<file path="config.mk">
export PLATFORM = sky130hd
export DESIGN_NAME = dfe_tap_adapt
export DESIGN_NICKNAME = d
export VERILOG_FILES = /design/src/hdl/dfe_tap_adapt_pkg.sv /design/src/hdl/adapt_sequencer.sv /design/src/hdl/dfe_tap_adapt.sv /design/src/hdl/tap_histogram.sv /design/src/hdl/testbus_sync.sv
export VERILOG_INCLUDE_DIRS = /design/src /design/src/hdl
export SDC_FILE = /design/constraint.sdc
export NUM_CORES = 1
export LEC_CHECK = 0
export ABC_AREA = 0
export BUFFER_PORTS_ARGS = -buffer_cell sky130_fd_sc_hd__buf_2
export CAP_MARGIN = 20
export CORE_MARGIN = 4
export CORE_UTILIZATION = 60
export DETAILED_ROUTE_END_ITERATION = 8
export GPL_TIMING_DRIVEN = 0
export PLACE_DENSITY = 0.84
export SYNTH_ARGS = -nofsm -noshare
export SYNTH_HDL_FRONTEND = slang
export SYNTH_SLANG_ARGS = --single-unit
</file>
<file path="constraint.sdc">
create_clock -name clk -period 3.1 [get_ports clk]
set_input_delay 0.155 -clock clk [delete_from_list [all_inputs] [get_ports clk]]
set_output_delay 0.155 -clock clk [all_outputs]
set_load 0.005 [all_outputs]
</file>
<file path="src/hdl/dfe_tap_adapt_defines.svh">
`ifndef DFE_TAP_ADAPT_DEFINES_SVH
`define DFE_TAP_ADAPT_DEFINES_SVH

// user offsets
`define DFE_OFFSET_TAP_ADAPT   6'h0c
`define DFE_OFFSET_ADAPT_WAIT  6'h0d
`define DFE_OFFSET_ADAPT_COUNT 6'h0e

// control bus addresses of the dfe registers
`define DFE_REG11_ADDR 12'h00b
`define DFE_REG13_ADDR 12'h00d

// register 11 fields, tap widths 4/3/3/3/2
`define DFE_TAP1_LSB  0
`define DFE_TAP2_LSB  4
`define DFE_TAP3_LSB  7
`define DFE_TAP4_LSB  10
`define DFE_TAP5_LSB  13
`define DFE_ADAPT_BIT 15

// register 13 bypass and polarity bits
`define DFE_BYPASS_BIT 0
`define DFE_T2INV_BIT  9
`define DFE_T3INV_BIT  10
`define DFE_T4INV_BIT  11
`define DFE_T5INV_BIT  12

// test bus views, one per pass
`define TESTBUS_SEL_1 16'h0009
`define TESTBUS_SEL_2 16'h000a
`define TESTBUS_SEL_3 16'h000b

`define DEFAULT_REG_WAIT  8'd55
`define DEFAULT_REG_COUNT 10'd200

`endif

</file>
<file path="src/hdl/dfe_tap_adapt_pkg.sv">
package dfe_tap_adapt_pkg;

    // ----------------------------------------------------------
    // plain vectors
    // ----------------------------------------------------------
    typedef logic [15:0] reg_data_t;
    typedef logic [11:0] reg_addr_t;
    typedef logic [5:0]  uif_addr_t;
    typedef logic [7:0]  testbus_t;
    typedef logic [3:0]  tap_code_t;    // sign in the msb
    typedef logic [9:0]  hist_count_t;
    typedef logic [4:0]  hist_addr_t;   // odd/even select + tap code
    typedef logic [7:0]  wait_t;
    typedef logic [2:0]  pass_t;        // one-hot

    typedef enum logic [2:0] {
        ctrl_op_rd   = 3'b000,
        ctrl_op_wr   = 3'b001,
        ctrl_op_tbus = 3'b011
    } ctrl_op_t;

    typedef enum logic [2:0] {
        uif_mode_rd   = 3'b000,
        uif_mode_wr   = 3'b001,
        uif_mode_phys = 3'b010
    } uif_mode_t;

    typedef enum logic [3:0] {
        st_idle, st_adapt_on, st_bypass_rd, st_bypass_wr, st_testbus_sel,
        st_ram_init, st_ram_wr, st_wr_reg11, st_wr_reg13
    } adapt_state_t;

    // ----------------------------------------------------------
    // bus bundles
    // ----------------------------------------------------------
    typedef struct packed {
        logic      go;
        uif_mode_t mode;
        uif_addr_t addr;
        reg_data_t wdata;
    } uif_req_t;

    typedef struct packed {
        logic go;
        ctrl_op_t opcode;
        logic lock;
        reg_addr_t addr;
        reg_data_t wdata;
    } ctrl_req_t;

    typedef struct packed {
        logic      done;
        logic      chan_err;
        reg_data_t rdata;
    } ctrl_rsp_t;

    typedef struct packed {
        logic [3:0] tap1;
        logic [2:0] tap2;
        logic [2:0] tap3;
        logic [2:0] tap4;
        logic [1:0] tap5;
        logic       tap2_inv;
        logic       tap3_inv;
        logic       tap4_inv;
        logic       tap5_inv;
    } tap_set_t;

endpackage

</file>
<file path="src/hdl/adapt_sequencer.sv">
`timescale 1ns/10ps
`include "dfe_tap_adapt_defines.svh"

module adapt_sequencer
    import dfe_tap_adapt_pkg::*;
(
    input  logic      clk,
    input  logic      reset,
    input  uif_req_t  uif,
    output logic      uif_busy,
    output ctrl_req_t ctrl_req,
    input  ctrl_rsp_t ctrl_rsp,
    output pass_t     pass,
    output logic      hist_clear,
    output logic      hist_run,
    input  logic      init_done,
    input  logic      pass_done,
    input  logic      final_pass_done,
    input  tap_set_t  taps
);

    adapt_state_t state;
    adapt_state_t next_state;
    logic         start;
    logic         go_next;
    logic         go_ff;
    logic         go_q;
    logic         lock;
    reg_data_t    saved_reg13;
    ctrl_op_t     opcode;
    reg_addr_t    addr;
    reg_data_t    wdata;

    assign start = uif.go && (uif.mode == uif_mode_wr) && (uif.addr == `DFE_OFFSET_TAP_ADAPT);

    // ----------------------------------------------------------
    // state machine, every bus state waits for done
    // ----------------------------------------------------------
    always_comb
    begin
        next_state = state;
        go_next    = 1'b0;
        case (state)
            st_idle:        if (start) begin next_state = st_adapt_on; go_next = 1'b1; end
            st_adapt_on:    if (ctrl_rsp.done)
                            begin
                                next_state = ctrl_rsp.chan_err ? st_idle : st_bypass_rd;
                                go_next    = !ctrl_rsp.chan_err;
                            end
            st_bypass_rd:   if (ctrl_rsp.done) begin next_state = st_bypass_wr; go_next = 1'b1; end
            st_bypass_wr:   if (ctrl_rsp.done) begin next_state = st_testbus_sel; go_next = 1'b1; end
            st_testbus_sel: if (ctrl_rsp.done) next_state = st_ram_init;
            st_ram_init:    if (init_done) next_state = st_ram_wr;
            st_ram_wr:      if (final_pass_done) begin next_state = st_wr_reg11; go_next = 1'b1; end
                            else if (pass_done) begin next_state = st_testbus_sel; go_next = 1'b1; end
            st_wr_reg11:    if (ctrl_rsp.done) begin next_state = st_wr_reg13; go_next = 1'b1; end
            st_wr_reg13:    if (ctrl_rsp.done) next_state = st_idle;
            default:        next_state = st_idle;
        endcase
    end

    // go lags the state change by one stage so the payload settles first
    always_ff @(posedge clk)
    begin
        if (reset)
        begin
            state <= st_idle;
            go_ff <= 1'b0;
            go_q  <= 1'b0;
        end
        else
        begin
            state <= next_state;
            go_ff <= go_next;
            go_q  <= go_ff;
        end
    end

    // register 13 as found, restored at the end
    always_ff @(posedge clk)
    begin
        if ((state == st_bypass_rd) && ctrl_rsp.done)
            saved_reg13 <= ctrl_rsp.rdata;
    end

    always_ff @(posedge clk)
    begin
        if (reset)
            pass <= 3'b001;
        else if (state == st_idle)
            pass <= 3'b001;
        else if (pass_done)
            pass <= {pass[1:0], 1'b0};
    end

    // ----------------------------------------------------------
    // transaction payload
    // ----------------------------------------------------------
    always_comb
    begin
        opcode = ctrl_op_rd;
        addr   = '0;
        wdata  = '0;
        case (state)
            st_adapt_on:
            begin
                opcode               = ctrl_op_wr;
                addr                 = `DFE_REG11_ADDR;
                wdata[`DFE_ADAPT_BIT] = 1'b1;
            end
            st_bypass_rd:   addr = `DFE_REG13_ADDR;
            st_bypass_wr:
            begin
                opcode                = ctrl_op_wr;
                addr                  = `DFE_REG13_ADDR;
                wdata                 = saved_reg13;
                wdata[`DFE_BYPASS_BIT] = 1'b0;
            end
            st_testbus_sel:
            begin
                opcode = ctrl_op_tbus;
                case (pass)
                    3'b001:  wdata = `TESTBUS_SEL_1;
                    3'b010:  wdata = `TESTBUS_SEL_2;
                    3'b100:  wdata = `TESTBUS_SEL_3;
                    default: wdata = '0;
                endcase
            end
            st_wr_reg11:
            begin
                // adapt bit stays low
                opcode                   = ctrl_op_wr;
                addr                     = `DFE_REG11_ADDR;
                wdata[`DFE_TAP1_LSB +: 4] = taps.tap1;
                wdata[`DFE_TAP2_LSB +: 3] = taps.tap2;
                wdata[`DFE_TAP3_LSB +: 3] = taps.tap3;
                wdata[`DFE_TAP4_LSB +: 3] = taps.tap4;
                wdata[`DFE_TAP5_LSB +: 2] = taps.tap5;
            end
            st_wr_reg13:
            begin
                opcode                = ctrl_op_wr;
                addr                  = `DFE_REG13_ADDR;
                wdata                 = saved_reg13;
                wdata[`DFE_BYPASS_BIT] = 1'b1;
                wdata[`DFE_T2INV_BIT]  = taps.tap2_inv;
                wdata[`DFE_T3INV_BIT]  = taps.tap3_inv;
                wdata[`DFE_T4INV_BIT]  = taps.tap4_inv;
                wdata[`DFE_T5INV_BIT]  = taps.tap5_inv;
            end
            default: ;
        endcase
    end

    assign lock = state inside {st_bypass_rd, st_bypass_wr, st_testbus_sel,
                                st_ram_init, st_ram_wr, st_wr_reg11};

    assign ctrl_req   = '{go: go_q, opcode: opcode, lock: lock, addr: addr, wdata: wdata};
    assign uif_busy   = (state != st_idle);
    assign hist_clear = (state == st_ram_init);
    assign hist_run   = (state == st_ram_wr);

    // go is a single-cycle strobe
    assert property (@(posedge clk) disable iff (reset) go_q |=> !go_q);
    // no bus traffic outside a run
    assert property (@(posedge clk) disable iff (reset) go_q |-> (state != st_idle));

endmodule

</file>
<file path="src/hdl/dfe_tap_adapt.sv">
`timescale 1ns/10ps

module dfe_tap_adapt
    import dfe_tap_adapt_pkg::*;
(
    input  logic      clk,
    input  logic      reset,
    input  uif_req_t  uif,
    output logic      uif_busy,
    output ctrl_req_t ctrl_req,
    input  ctrl_rsp_t ctrl_rsp,
    input  testbus_t  ctrl_testbus
);

    pass_t    pass;
    logic     hist_clear;
    logic     hist_run;
    logic     init_done;
    logic     pass_done;
    logic     final_pass_done;
    tap_set_t taps;
    testbus_t testbus_sample;

    adapt_sequencer u_sequencer (
        .clk             (clk),
        .reset           (reset),
        .uif             (uif),
        .uif_busy        (uif_busy),
        .ctrl_req        (ctrl_req),
        .ctrl_rsp        (ctrl_rsp),
        .pass            (pass),
        .hist_clear      (hist_clear),
        .hist_run        (hist_run),
        .init_done       (init_done),
        .pass_done       (pass_done),
        .final_pass_done (final_pass_done),
        .taps            (taps)
    );

    testbus_sync u_testbus_sync (
        .clk            (clk),
        .ctrl_testbus   (ctrl_testbus),
        .testbus_sample (testbus_sample)
    );

    tap_histogram u_tap_histogram (
        .clk             (clk),
        .reset           (reset),
        .uif             (uif),
        .pass            (pass),
        .hist_clear      (hist_clear),
        .hist_run        (hist_run),
        .testbus_sample  (testbus_sample),
        .init_done       (init_done),
        .pass_done       (pass_done),
        .final_pass_done (final_pass_done),
        .taps            (taps)
    );

endmodule

</file>
<file path="src/hdl/tap_histogram.sv">
`timescale 1ns/10ps
`include "dfe_tap_adapt_defines.svh"

module tap_histogram
    import dfe_tap_adapt_pkg::*;
(
    input  logic     clk,
    input  logic     reset,
    input  uif_req_t uif,
    input  pass_t    pass,
    input  logic     hist_clear,
    input  logic     hist_run,
    input  testbus_t testbus_sample,
    output logic     init_done,
    output logic     pass_done,
    output logic     final_pass_done,
    output tap_set_t taps
);

    wait_t       reg_wait;
    hist_count_t reg_count;
    wait_t       wait_ctr;
    logic        sample_go;
    logic [5:0]  ram_ctrl;
    tap_code_t   odd_tap;
    tap_code_t   even_tap;
    hist_addr_t  clr_addr;
    hist_addr_t  ram_addr;
    hist_count_t hist_ram [0:31];
    hist_count_t ram_dout;
    hist_count_t ram_din;
    logic        ram_stop;
    logic        odd_done;
    logic        even_done;

    // ----------------------------------------------------------
    // user registers and sample timer
    // ----------------------------------------------------------
    always_ff @(posedge clk)
    begin
        if (reset)
        begin
            reg_wait  <= `DEFAULT_REG_WAIT;
            reg_count <= `DEFAULT_REG_COUNT;
        end
        else if (uif.go && (uif.mode == uif_mode_wr))
        begin
            if (uif.addr == `DFE_OFFSET_ADAPT_WAIT)
                reg_wait <= uif.wdata[7:0];
            if (uif.addr == `DFE_OFFSET_ADAPT_COUNT)
                reg_count <= uif.wdata[9:0];
        end
    end

    // one sample every wait+1 cycles
    assign sample_go = hist_run && (wait_ctr == reg_wait);

    always_ff @(posedge clk)
    begin
        if (reset || !hist_run || sample_go)
            wait_ctr <= '0;
        else
            wait_ctr <= wait_ctr + 1'b1;
        // flushed outside the run phase
        if (reset || !hist_run)
            ram_ctrl <= '0;
        else
            ram_ctrl <= {ram_ctrl[4:0], sample_go};
    end

    // ----------------------------------------------------------
    // odd/even split per pass
    // ----------------------------------------------------------
    always_comb
    begin
        odd_tap  = '0;
        even_tap = '0;
        case (pass)
            3'b001: begin odd_tap = testbus_sample[7:4];
                          even_tap = {testbus_sample[0], testbus_sample[3:1]}; end
            3'b010: begin odd_tap = {testbus_sample[1], testbus_sample[7:5]};
                          even_tap = {testbus_sample[0], testbus_sample[4:2]}; end
            3'b100: odd_tap = {1'b0, testbus_sample[5], testbus_sample[7:6]};
            default: ;
        endcase
    end

    // ----------------------------------------------------------
    // histogram ram, read-increment-write, odd then even
    // ----------------------------------------------------------
    always_ff @(posedge clk)
    begin
        clr_addr <= hist_clear ? clr_addr + 1'b1 : '0;
        if (ram_ctrl[0] || ram_ctrl[2])
            ram_addr <= {ram_ctrl[2], (ram_ctrl[2] ? even_tap : odd_tap)};
        ram_din <= ram_dout + 1'b1;
        if (hist_clear)
            hist_ram[clr_addr] <= '0;
        else if (ram_ctrl[2] || ram_ctrl[4])
            hist_ram[ram_addr] <= ram_din;
    end

    assign ram_dout  = hist_ram[ram_addr];
    assign ram_stop  = (ram_din == reg_count);
    assign init_done = hist_clear && (&clr_addr);

    // first bin to reach the limit wins
    always_ff @(posedge clk)
    begin
        if (reset || hist_clear)
        begin
            odd_done  <= 1'b0;
            even_done <= 1'b0;
        end
        else
        begin
            if (ram_stop && ram_ctrl[2])
                odd_done <= 1'b1;
            if (ram_stop && ram_ctrl[4])
                even_done <= 1'b1;
        end
    end

    always_ff @(posedge clk)
    begin
        if (hist_run && ram_stop && ram_ctrl[2] && !odd_done)
            case (pass)
                3'b001:  taps.tap1 <= ram_addr[3:0];
                3'b010:  {taps.tap3_inv, taps.tap3} <= ram_addr[3:0];
                3'b100:  {taps.tap5_inv, taps.tap5} <= ram_addr[2:0];
                default: ;
            endcase
        if (hist_run && ram_stop && ram_ctrl[4] && !even_done)
            case (pass)
                3'b001:  {taps.tap2_inv, taps.tap2} <= ram_addr[3:0];
                3'b010:  {taps.tap4_inv, taps.tap4} <= ram_addr[3:0];
                default: ;
            endcase
    end

    // last pass has no even tap
    assign pass_done       = hist_run && ram_ctrl[5] && odd_done && even_done && !pass[2];
    assign final_pass_done = hist_run && ram_ctrl[5] && odd_done && pass[2];

    assert property (@(posedge clk) disable iff (reset) hist_run |-> $onehot(pass));

endmodule

</file>
<file path="src/hdl/testbus_sync.sv">
`timescale 1ns/10ps

module testbus_sync
    import dfe_tap_adapt_pkg::*;
(
    input  logic     clk,
    input  testbus_t ctrl_testbus,
    output testbus_t testbus_sample
);

    testbus_t   sync_ff [4];
    logic [2:0] stable_hist;
    logic       same;
    logic       load;

    // async byte into the clock domain
    always_ff @(posedge clk)
    begin
        sync_ff[0] <= ctrl_testbus;
        for (int i = 1; i < 4; i++)
            sync_ff[i] <= sync_ff[i-1];
    end

    assign same = (sync_ff[3] == sync_ff[2]);

    // four matching compares in a row before a load
    assign load = (&stable_hist) && same;

    always_ff @(posedge clk)
    begin
        stable_hist <= {stable_hist[1:0], same};
        if (load)
            testbus_sample <= sync_ff[3];
    end

endmodule

</file>
---- Yosys cells after proc, flatten, opt, wreduce, memory -nomap -nowiden ----
Memories as Yosys holds them, arrays and structs flattened. A register that Yosys moved wholly into a read port is not among the register bits.
Cells that the tools add are included.
Widths: inputs -> output; s select.
word-level totals
  memories kept ........................... 2
  logic and storage cells ................. 140
  bits in registers ....................... 109
  bits in writable memories ............... 352
cells by class
  reduce and logical (&&, ||, !) cells .... 48
  equal/unequal tests ..................... 27
  add/sub/neg operators ................... 3
  mux-type cells .......................... 35
memory list
  name                      words  width  rd ports  clocked after Yosys merged registers in  write ports  line                 RTL
  u_tap_histogram.hist_ram  32     10     1         1                                        1            tap_histogram.sv:29  hist_count_t hist_ram [0:31];
  u_testbus_sync.sync_ff    4      8      4         0                                        4            testbus_sync.sv:11   testbus_t sync_ff [4];
operators by type and width
  kind                   number
  $pmux 15 s4            1
  $mux 4                 11
  $pmux 4 s9             1
  $pmux 4 s3             2
  $eq 6x4->1 const B     3
  $logic_and 1x1->1      18
  $eq 4x3->1 const B     4
  $eq 8x8->1             2
  $pmux 4 s2             2
  $ne 2x2->1 const B     7
  $reduce_and 2->1       7
  $mux 1                 11
  $add 10x1->10 const B  1
  $eq 10x10->1           1
  $mux 10                1
  $mux 5                 2
  $reduce_or 10->1       1
  $reduce_and 9->1       1
  $add 8x1->8 const B    1
  $eq 4x2->1 const B     2
  $eq 3x1->1 const B     2
  $reduce_bool 6->1      1
  $reduce_or 2->1        3
  $reduce_or 3->1        2
  other kinds (18)       26

---- Longest topological paths before layout ----
Gate-level depths: netlist of the first run.
  depth in word-level cells ............... 8
  gate-level depth with buffers ........... 13
  mapped depth without buffers ............ 9

---- Modules after synthesis ----
From an unflattened synthesis of the first run, not the netlist that was laid out.
unflattened totals
  cell total of the unflattened synthesis .. 1046
  area total of the unflattened synthesis .. 18396.4 um2
modules (own cells, without submodules)
  module           times used  seq. area each (um2)  area each (um2)  cells each
  tap_histogram    1           11410.9               15866.5          839
  adapt_sequencer  1           630.6                 1487.7           151
  testbus_sync     1           940.9                 1042.2           56

---- Worst setup path after synthesis of the first run ----
Ideal clock, no wire load.
  kind .................................... register -> register
  start point ............................. register u_sequencer.state[3]
  end point ............................... memory u_tap_histogram.hist_ram[26][0] in the netlist's numbering (enable)
  cell stages (with the launch flop) ...... 9
  slack ................................... 0.338 ns
  path buffers ............................ 2
  data arrival time ....................... 2.386 ns
  cell sequence ........................... dfxtp_1 -> clkbuf_1 -> nand2b_1 -> nor2_1 -> nor2_1 -> clkbuf_1 -> mux2i_1 -> nand2_1 -> nor2_1
on the way
  cells in the longest elaborated chain, start to end .. 5
  elaborated cells between the ends (all ways) .. 8
  those cells by class .................... eq/ne: 1; mux: 6; reduce/logical: 1
ends and longest elaborated chain
  item                                        line                    RTL
  start, declared                             adapt_sequencer.sv:22   adapt_state_t state;
  start signal, assigned                      adapt_sequencer.sv:67   state <= st_idle;
  start signal, assigned                      adapt_sequencer.sv:73   state <= next_state;
  $eq 4x3->1 (*)                              adapt_sequencer.sv:160  assign hist_clear = (state == st_ram_init);
  $mux 1                                      tap_histogram.sv:97     if (hist_clear)
  $mux 1 (implied by the code)                tap_histogram.sv:100    hist_ram[ram_addr] <= ram_din;
  $reduce_or 10->1 (no line)                  -
  $mux 5 (no line) or $mux 1 (tied branches)  -
  end, declared                               tap_histogram.sv:29
Mark *: on every way between the ends. The rest lies on a longest branch, timed or not.

---- Worst setup path in the final report of the first run ----
  start point ............................. register u_sequencer.state[3]
  end point ............................... memory u_tap_histogram.hist_ram[20][5] in the netlist's numbering (enable)
Same word-level chain as after synthesis.

==> run metrics, run 1 <==
outcome finished with violations; failing checks setup timing; DIE WIDTH 181 microns; Worst-Skew Late Latency 0.55 ns; fin nets 1258; worst-margin pin slew 0.927 ns; core area 0.0296 sq mm; routability-driven placement congestion ratio 0.846; die area 0.0329 sq mm; most common cell after layout, fill and taps aside edfxtp_1; Critical Path Source u_sequencer.state[3]; Worst Slack Setup Final -0.0400 ns; Detailed Place HPWL 26200 microns; Routed WL per cell 28.9 microns; Main synth FF type edfxtp_1; Tcrit/Tclk final 1.01; relative slew slack 0.376; Clock Skews 0.0224 ns; number of global-route vias before repair 10700; design area 0.0213 sq mm; Final Hold Vio Count 0; Filler Cells Inserted 1616; Setup WS pre-CTS -0.713 ns; area share of the largest cell type after synthesis 0.610; final max-slew violation count 0; DRC errors left 0; non-filler cells, final 1627; Synth area leaders edfxtp_1 (61%), dfxtp_1 (11%), mux4_2 (10%); CTS tree built; WP data required 3.29 ns; CP Capture Type register; GRT Overall Usage 0.276; total gr overflow 0; largest net degree at the start of global routing 33; Critical Path AT 3.33 ns; Die Ht 181 microns; worst r2r path cells 8; mean number of vias per cell 6.63; Starting Density 0.609; crit start category register; Achievable Freq 318 MHz; Iter 0 DRT Violations 1476; Clock Tree Buf Depth 3; Placed Cells incl. Taps 1510; Pre-antenna DRT Iters 5; maximum fanout along the worst path 10; share of cells above drive strength 1 0.290; I/O pin cnt 88; Max H-tree Level 2; Crit-path slowest cell nor3b_1; IR drop worst, VDD 0.000464 V; crit-path max cell delay 0.47 ns; slack of the worst reg-to-reg path -0.04 ns; Yosys top cell by area edfxtp_1; warnings from Yosys 0; commonest cells after routing, fill and taps aside edfxtp_1 (367), dfxtp_1 (98), mux4_2 (84); CP Class reg2reg; first-pass GRT wire length 68000 microns; Area growth syn-to-layout 17.9%; Cell Area, Synth 0.0181 sq mm; port bufs 71; row count 63; area post-placement 0.0191 sq mm; worst r2r src u_sequencer.state[3]; CTS Root Buffer Type clkbuf_16; overall power 12.5 mW; HP Class in2reg; Power Density 586 mW/mm^2; Seq/Total Area, Yosys 0.719; Netlist cell types 58; initial antenna violation count 0; post-route ant nets 0; Worst Hold Depth 3; min cycle time layout 3.14 ns; CTS Sinks 465; RR Endpoint u_tap_histogram.hist_ram[20][5]; HP Start uif[17]; final setup vio count 19; setup_tns -0.367 ns; Post-Syn Instances 1027; Hold EP u_tap_histogram.reg_count[7]; Mean Syn Cell Area 17.6 sq um; CTS Buf Count 45; crit-path cells nand2b_2, nor2_4, nor2_1, clkbuf_4, nor3b_1, a31oi_1, or2_1, nor2_4; Worst-path clk slew 0.06 ns; max-cap viol count 0; DR vias 10800; Post-synth ARST share 0; drt total wl 47100 microns; Yosys reg bits 465; number of synthesized flops with an enable pin 367; CP dominant cell by count nor2_4; Pleak 7.45 nW
==> stage by stage <==
step                hold WS [ns]   util
floorplan                  0.183      -
global placement           0.257  0.639
detailed placement         0.263  0.644
CTS                      0.00500  0.712
global route              0.0312  0.718
finish                    0.0209  0.718
==> what timing repair did <==
action / in CTS / in global routing
gates resized for setup: 87 / 25
cloned: 0 / 0
endpoints found under the setup margin: 649 / 646
hold buffers: 33 / 0
pin swaps: 2 / 4
hold endpoints to repair: 41 / 0
buffers inserted: 0 / 4
==> worst max-delay path: cells and delay by family, from the launching register on <==
kind,cells,cell delay (ns)
and+or+nand+nor,6,1.98
buffers and inverters,1,0.23
DFF,1,0.40
AOI/OAI and AO/OA,1,0.14
==> worst max-delay path by stage <==
stage	cells after the start	end
6_report	8	u_tap_histogram.hist_ram[20][5]
5_1_grt	8	u_tap_histogram.hist_ram[20][9]
4_1_cts	9	u_tap_histogram.hist_ram[11][4]
3_5_place_dp	8	u_tap_histogram.hist_ram[9][9]
3_3_place_gp	8	u_tap_histogram.hist_ram[18][9]
2_1_floorplan	8	u_tap_histogram.hist_ram[26][0]
==> per-layer routing <==
| layer | GRT usage | routed length (microns) | vias to the layer above |
|---|---|---|---|
| li1 | - | - | 4329 |
| met3 | 0.0583 | 4590 | 177 |
| met4 | 0.107 | 2230 | 0 |
| met1 | 0.360 | 16600 | 5441 |
| met2 | 0.461 | 23700 | 840 |
| met5 | 0 | 0 | - |
==> Yosys cell counts, types with 3 or more instances <==
library cell  number
buf_2              5
mux4_1             8
o22ai_1            7
buf_4             17
a211o_1            8
o21ai_0           12
mux2i_1           20
a31oi_1            5
or2_1              3
o21bai_1           4
mux2_2            13
buf_1              3
and3_1             9
nor3b_1            4
nand2b_1          18
mux4_2            84
nand4_1            7
a222oi_1           4
xnor2_1           34
a22oi_1            8
nor4_1             5
buf_6              8
dfxtp_1           98
nor2b_1            8
nor2_1            92
clkbuf_1          24
nor3_1            14
xor2_1            10
and2_1            18
inv_1             19
nand2_1           23
ha_1               4
a21oi_1           20
nand3_1            9
edfxtp_1         367
a22o_1             8
==> cell type report <==
| class | instances | area (sq um) | share of cell area |
|---|---|---|---|
| Antenna cell | 1 | 2.50 | 0.000118 |
| Buffer | 54 | 390 | 0.0183 |
| Clock buffer | 55 | 1210 | 0.0567 |
| Clock inverter | 28 | 223 | 0.0105 |
| Inverter | 19 | 71.3 | 0.00335 |
| Multi-Input combinational cell | 493 | 5010 | 0.235 |
| Sequential cell | 465 | 13000 | 0.610 |
| Tap cell | 390 | 488 | 0.0229 |
| Timing Repair Buffer | 122 | 908 | 0.0427 |
==> sequential cells by signal (all words and copies together) (netlist names), 6 cells and up, named ones only <==
name	count
u_tap_histogram.hist_ram	320
u_tap_histogram.reg_count	10
u_tap_histogram.reg_wait	8
u_testbus_sync.sync_ff	32
u_tap_histogram.taps	19
u_tap_histogram.wait_ctr	8
u_tap_histogram.ram_din	10
u_testbus_sync.testbus_sample	8
u_sequencer.saved_reg13	15
u_tap_histogram.ram_ctrl	6
==> power by group <==
group	total [mW]	switching (mW)	internal (mW)
Sequential	6.70	0.0269	6.67
Clock	5.46	2.43	3.03
Combinational	0.310	0.152	0.158
Total	12.5	2.61	9.86
==> cell families after synthesis <==
kind of cell	synth area share
AOI/OAI and AO/OA	0.0319
xor gates and xnor gates	0.0213
other	0.000208
muxes	0.139
buffers and inverters	0.0238
adders and majority gates	0.00277
DFF	0.719
and+or+nand+nor	0.0619
Note: power is estimated with default switching activity, not from simulation.
==> run 2, diff against run 1 <==
- BUFFER_PORTS_ARGS: -buffer_cell sky130_fd_sc_hd__buf_2 -> default
- DONT_BUFFER_PORTS: default -> 1
- PLACE_DENSITY: 0.84 -> 0.82
- SKIP_LAST_GASP: default -> 1
==> run 2 against run 1 <==
Largest power group unchanged. Final area decreased by 0.94%. The flow still finishes with violations (setup timing). Wire length decreased by 3.5%. Largest cell class unchanged. Global-route usage decreased by 2.4 points. Critical endpoint is now u_tap_histogram.ram_din[9].
==> run metrics, run 2 (synthesis gave the netlist of run 1 again) <==
initial antenna violation count 0 (unchanged); outcome finished with violations; first-pass GRT wire length 62500 microns (-8.1%); crit-path cells buf_4, clkbuf_4, buf_2, mux4_2, mux2i_1, a2bb2oi_1, nand4b_2, and3b_1, nor3b_1, xnor2_1; Critical Path AT 3.60 ns (+0.27 ns); Worst Slack Setup Final -0.0756 ns (-0.0356 ns); port bufs 0 (-100%); footprint of the multi-input gates 0.00497 sq mm (-0.80%); CP Class reg2reg; Clock Tree Buf Depth 3 (unchanged); GRT Overall Usage 0.252 (-0.0238); post-route ant nets 0 (unchanged); CTS Root Buffer Type clkbuf_16; failing checks setup timing; number of global-route vias before repair 10100 (-5.8%); Worst-Skew Late Latency 0.55 ns (about the same); CP Capture Type register; slack of the worst reg-to-reg path -0.08 ns (-0.04 ns); Starting Density 0.609 (unchanged); row count 63 (unchanged); crit start category register; IR drop worst, VDD 0.000403 V (-13%); FF/Latch Area 0.0130 sq mm (unchanged); routability-driven placement congestion ratio 0.817 (-3.4%); crit path buf inv count 3 (+2); Final Hold Vio Count 0 (unchanged); Routed WL per cell 28.8 microns (-0.49%); max reg flops 320 (unchanged); Clock Skews 0.0180 ns (-0.00444 ns); Pleak 7.23 nW (-2.9%); Die Ht 181 microns (unchanged); most common cell after layout, fill and taps aside edfxtp_1; commonest cells after routing, fill and taps aside edfxtp_1 (367), dfxtp_1 (98), mux4_2 (84); diode count 0 (-1); Detailed Place HPWL 25400 microns (-3.3%); Achievable Freq 315 MHz (-1.1%); relative slew slack 0.323 (-0.0528); Crit-path slowest cell buf_2; DIE WIDTH 181 microns (unchanged); Tcrit/Tclk final 1.02 (+0.0115); biggest regs u_tap_histogram.hist_ram (320), u_testbus_sync.sync_ff (32), u_tap_histogram.taps (19); final max-slew violation count 0 (unchanged); DRC errors left 0 (unchanged); final setup vio count 3 (-16); core area 0.0296 sq mm (unchanged); register bank with the most flops u_tap_histogram.hist_ram; overall power 12.4 mW (-0.44%); family with the most delay on the worst path buffers and inverters; largest net degree at the start of global routing 33 (unchanged); CTS Sinks 465 (unchanged); Iter 0 DRT Violations 1418 (-3.9%); share of cells above drive strength 1 0.249 (-0.0419); total gr overflow 0 (unchanged); Max H-tree Level 2 (unchanged); die area 0.0329 sq mm (unchanged); min cycle time layout 3.18 ns (+0.0356 ns); Filler Cells Inserted 1684 (+4.2%); I/O pin cnt 88 (unchanged); max-cap viol count 0 (unchanged); maximum fanout along the worst path 10 (unchanged); worst-margin pin slew 1.02 ns (+0.0878 ns); CTS tree built; mean number of vias per cell 6.62 (-0.19%); drt total wl 45400 microns (-3.5%); Worst-path clk slew 0.07 ns (about the same); HP Class in2reg; final hold slack 0.0206 ns (-0.000321 ns); Pre-antenna DRT Iters 6 (+1); fin nets 1208 (-4.0%); Power Density 589 mW/mm^2 (+0.50%); DR vias 10400 (-3.3%); Area growth syn-to-layout 16.8%; CTS Buf Count 45 (unchanged); WP data required 3.52 ns (+0.23 ns); crit-path max cell delay 0.41 ns (-0.06 ns)
==> run 2: cell count changes in the layout (fill, tap and decap cells not counted), sizes merged <==
cell	change
buf	-57
clkinv	-5
bufinv	+1
clkinvlp	+1
clkbuf	+6
dlygate4sd3	+4
diode	-1
clkdlybuf4s18	+1
==> run 2: path summary, 6_finish.rpt <==
check                          startpoint                            to  cells past startpoint
max                              register    u_tap_histogram.ram_din[9]                     10
min                                 reset          u_sequencer.state[1]                      2
max reg2reg                      register    u_tap_histogram.ram_din[9]                     10
min reg2reg  u_testbus_sync.sync_ff[1][7]  u_testbus_sync.sync_ff[2][7]                      0
==> run 2: per-stage QoR <==
| stage | util | cells | TNS, ns | setup WS (ns) | area (sq um) |
|---|---|---|---|---|---|
| floorplan | - | 1035 | 0 | 0.338 | 18100 |
| global placement | 0.627 | 1425 | -180.55 | -0.703 | 18600 |
| detailed placement | 0.634 | 1446 | -146.07 | -0.628 | 18800 |
| CTS | 0.703 | 1569 | -9.05 | -0.204 | 20800 |
| global route | 0.711 | 1577 | -2.66 | -0.157 | 21100 |
| finish | 0.711 | 1577 | -0.196 | -0.0756 | 21100 |
==> run 2: power by group <==
group / internal (mW) / leakage [nW] / switching, mW
Combinational: 0.120 / 2.21 / 0.143
Clock: 3.16 / 0.711 / 2.30
Sequential: 6.67 / 4.31 / 0.0172
==> run 2: repair_timing <==
item / 4_1_cts / 5_1_grt
setup endpoints to repair: 636 / 647
hold endpoints to repair: 48 / 0
resized for setup: 59 / 43
setup buffers: 3 / 10
gates cloned: 0 / 0
pin swaps: 2 / 8
hold buffers: 37 / 0
==> run 2: final cells by class <==
type                            instances  share of cell area
Sequential cell                       465               0.616
Timing Repair Buffer                   71              0.0342
Tap cell                              390              0.0231
Clock inverter                         25              0.0107
Inverter                               19             0.00338
Clock buffer                           59              0.0589
Multi-Input combinational cell        493               0.236
Buffer                                 55              0.0181
==> run 2: layer usage <==
layer / share of wire / GRT usage / vias up
li1: - / - / 4226
met1: 0.36 / 0.338 / 5234
met2: 0.49 / 0.419 / 798
met3: 0.10 / 0.0497 / 178
met4: 0.046 / 0.0871 / 0
met5: 0 / 0 / -
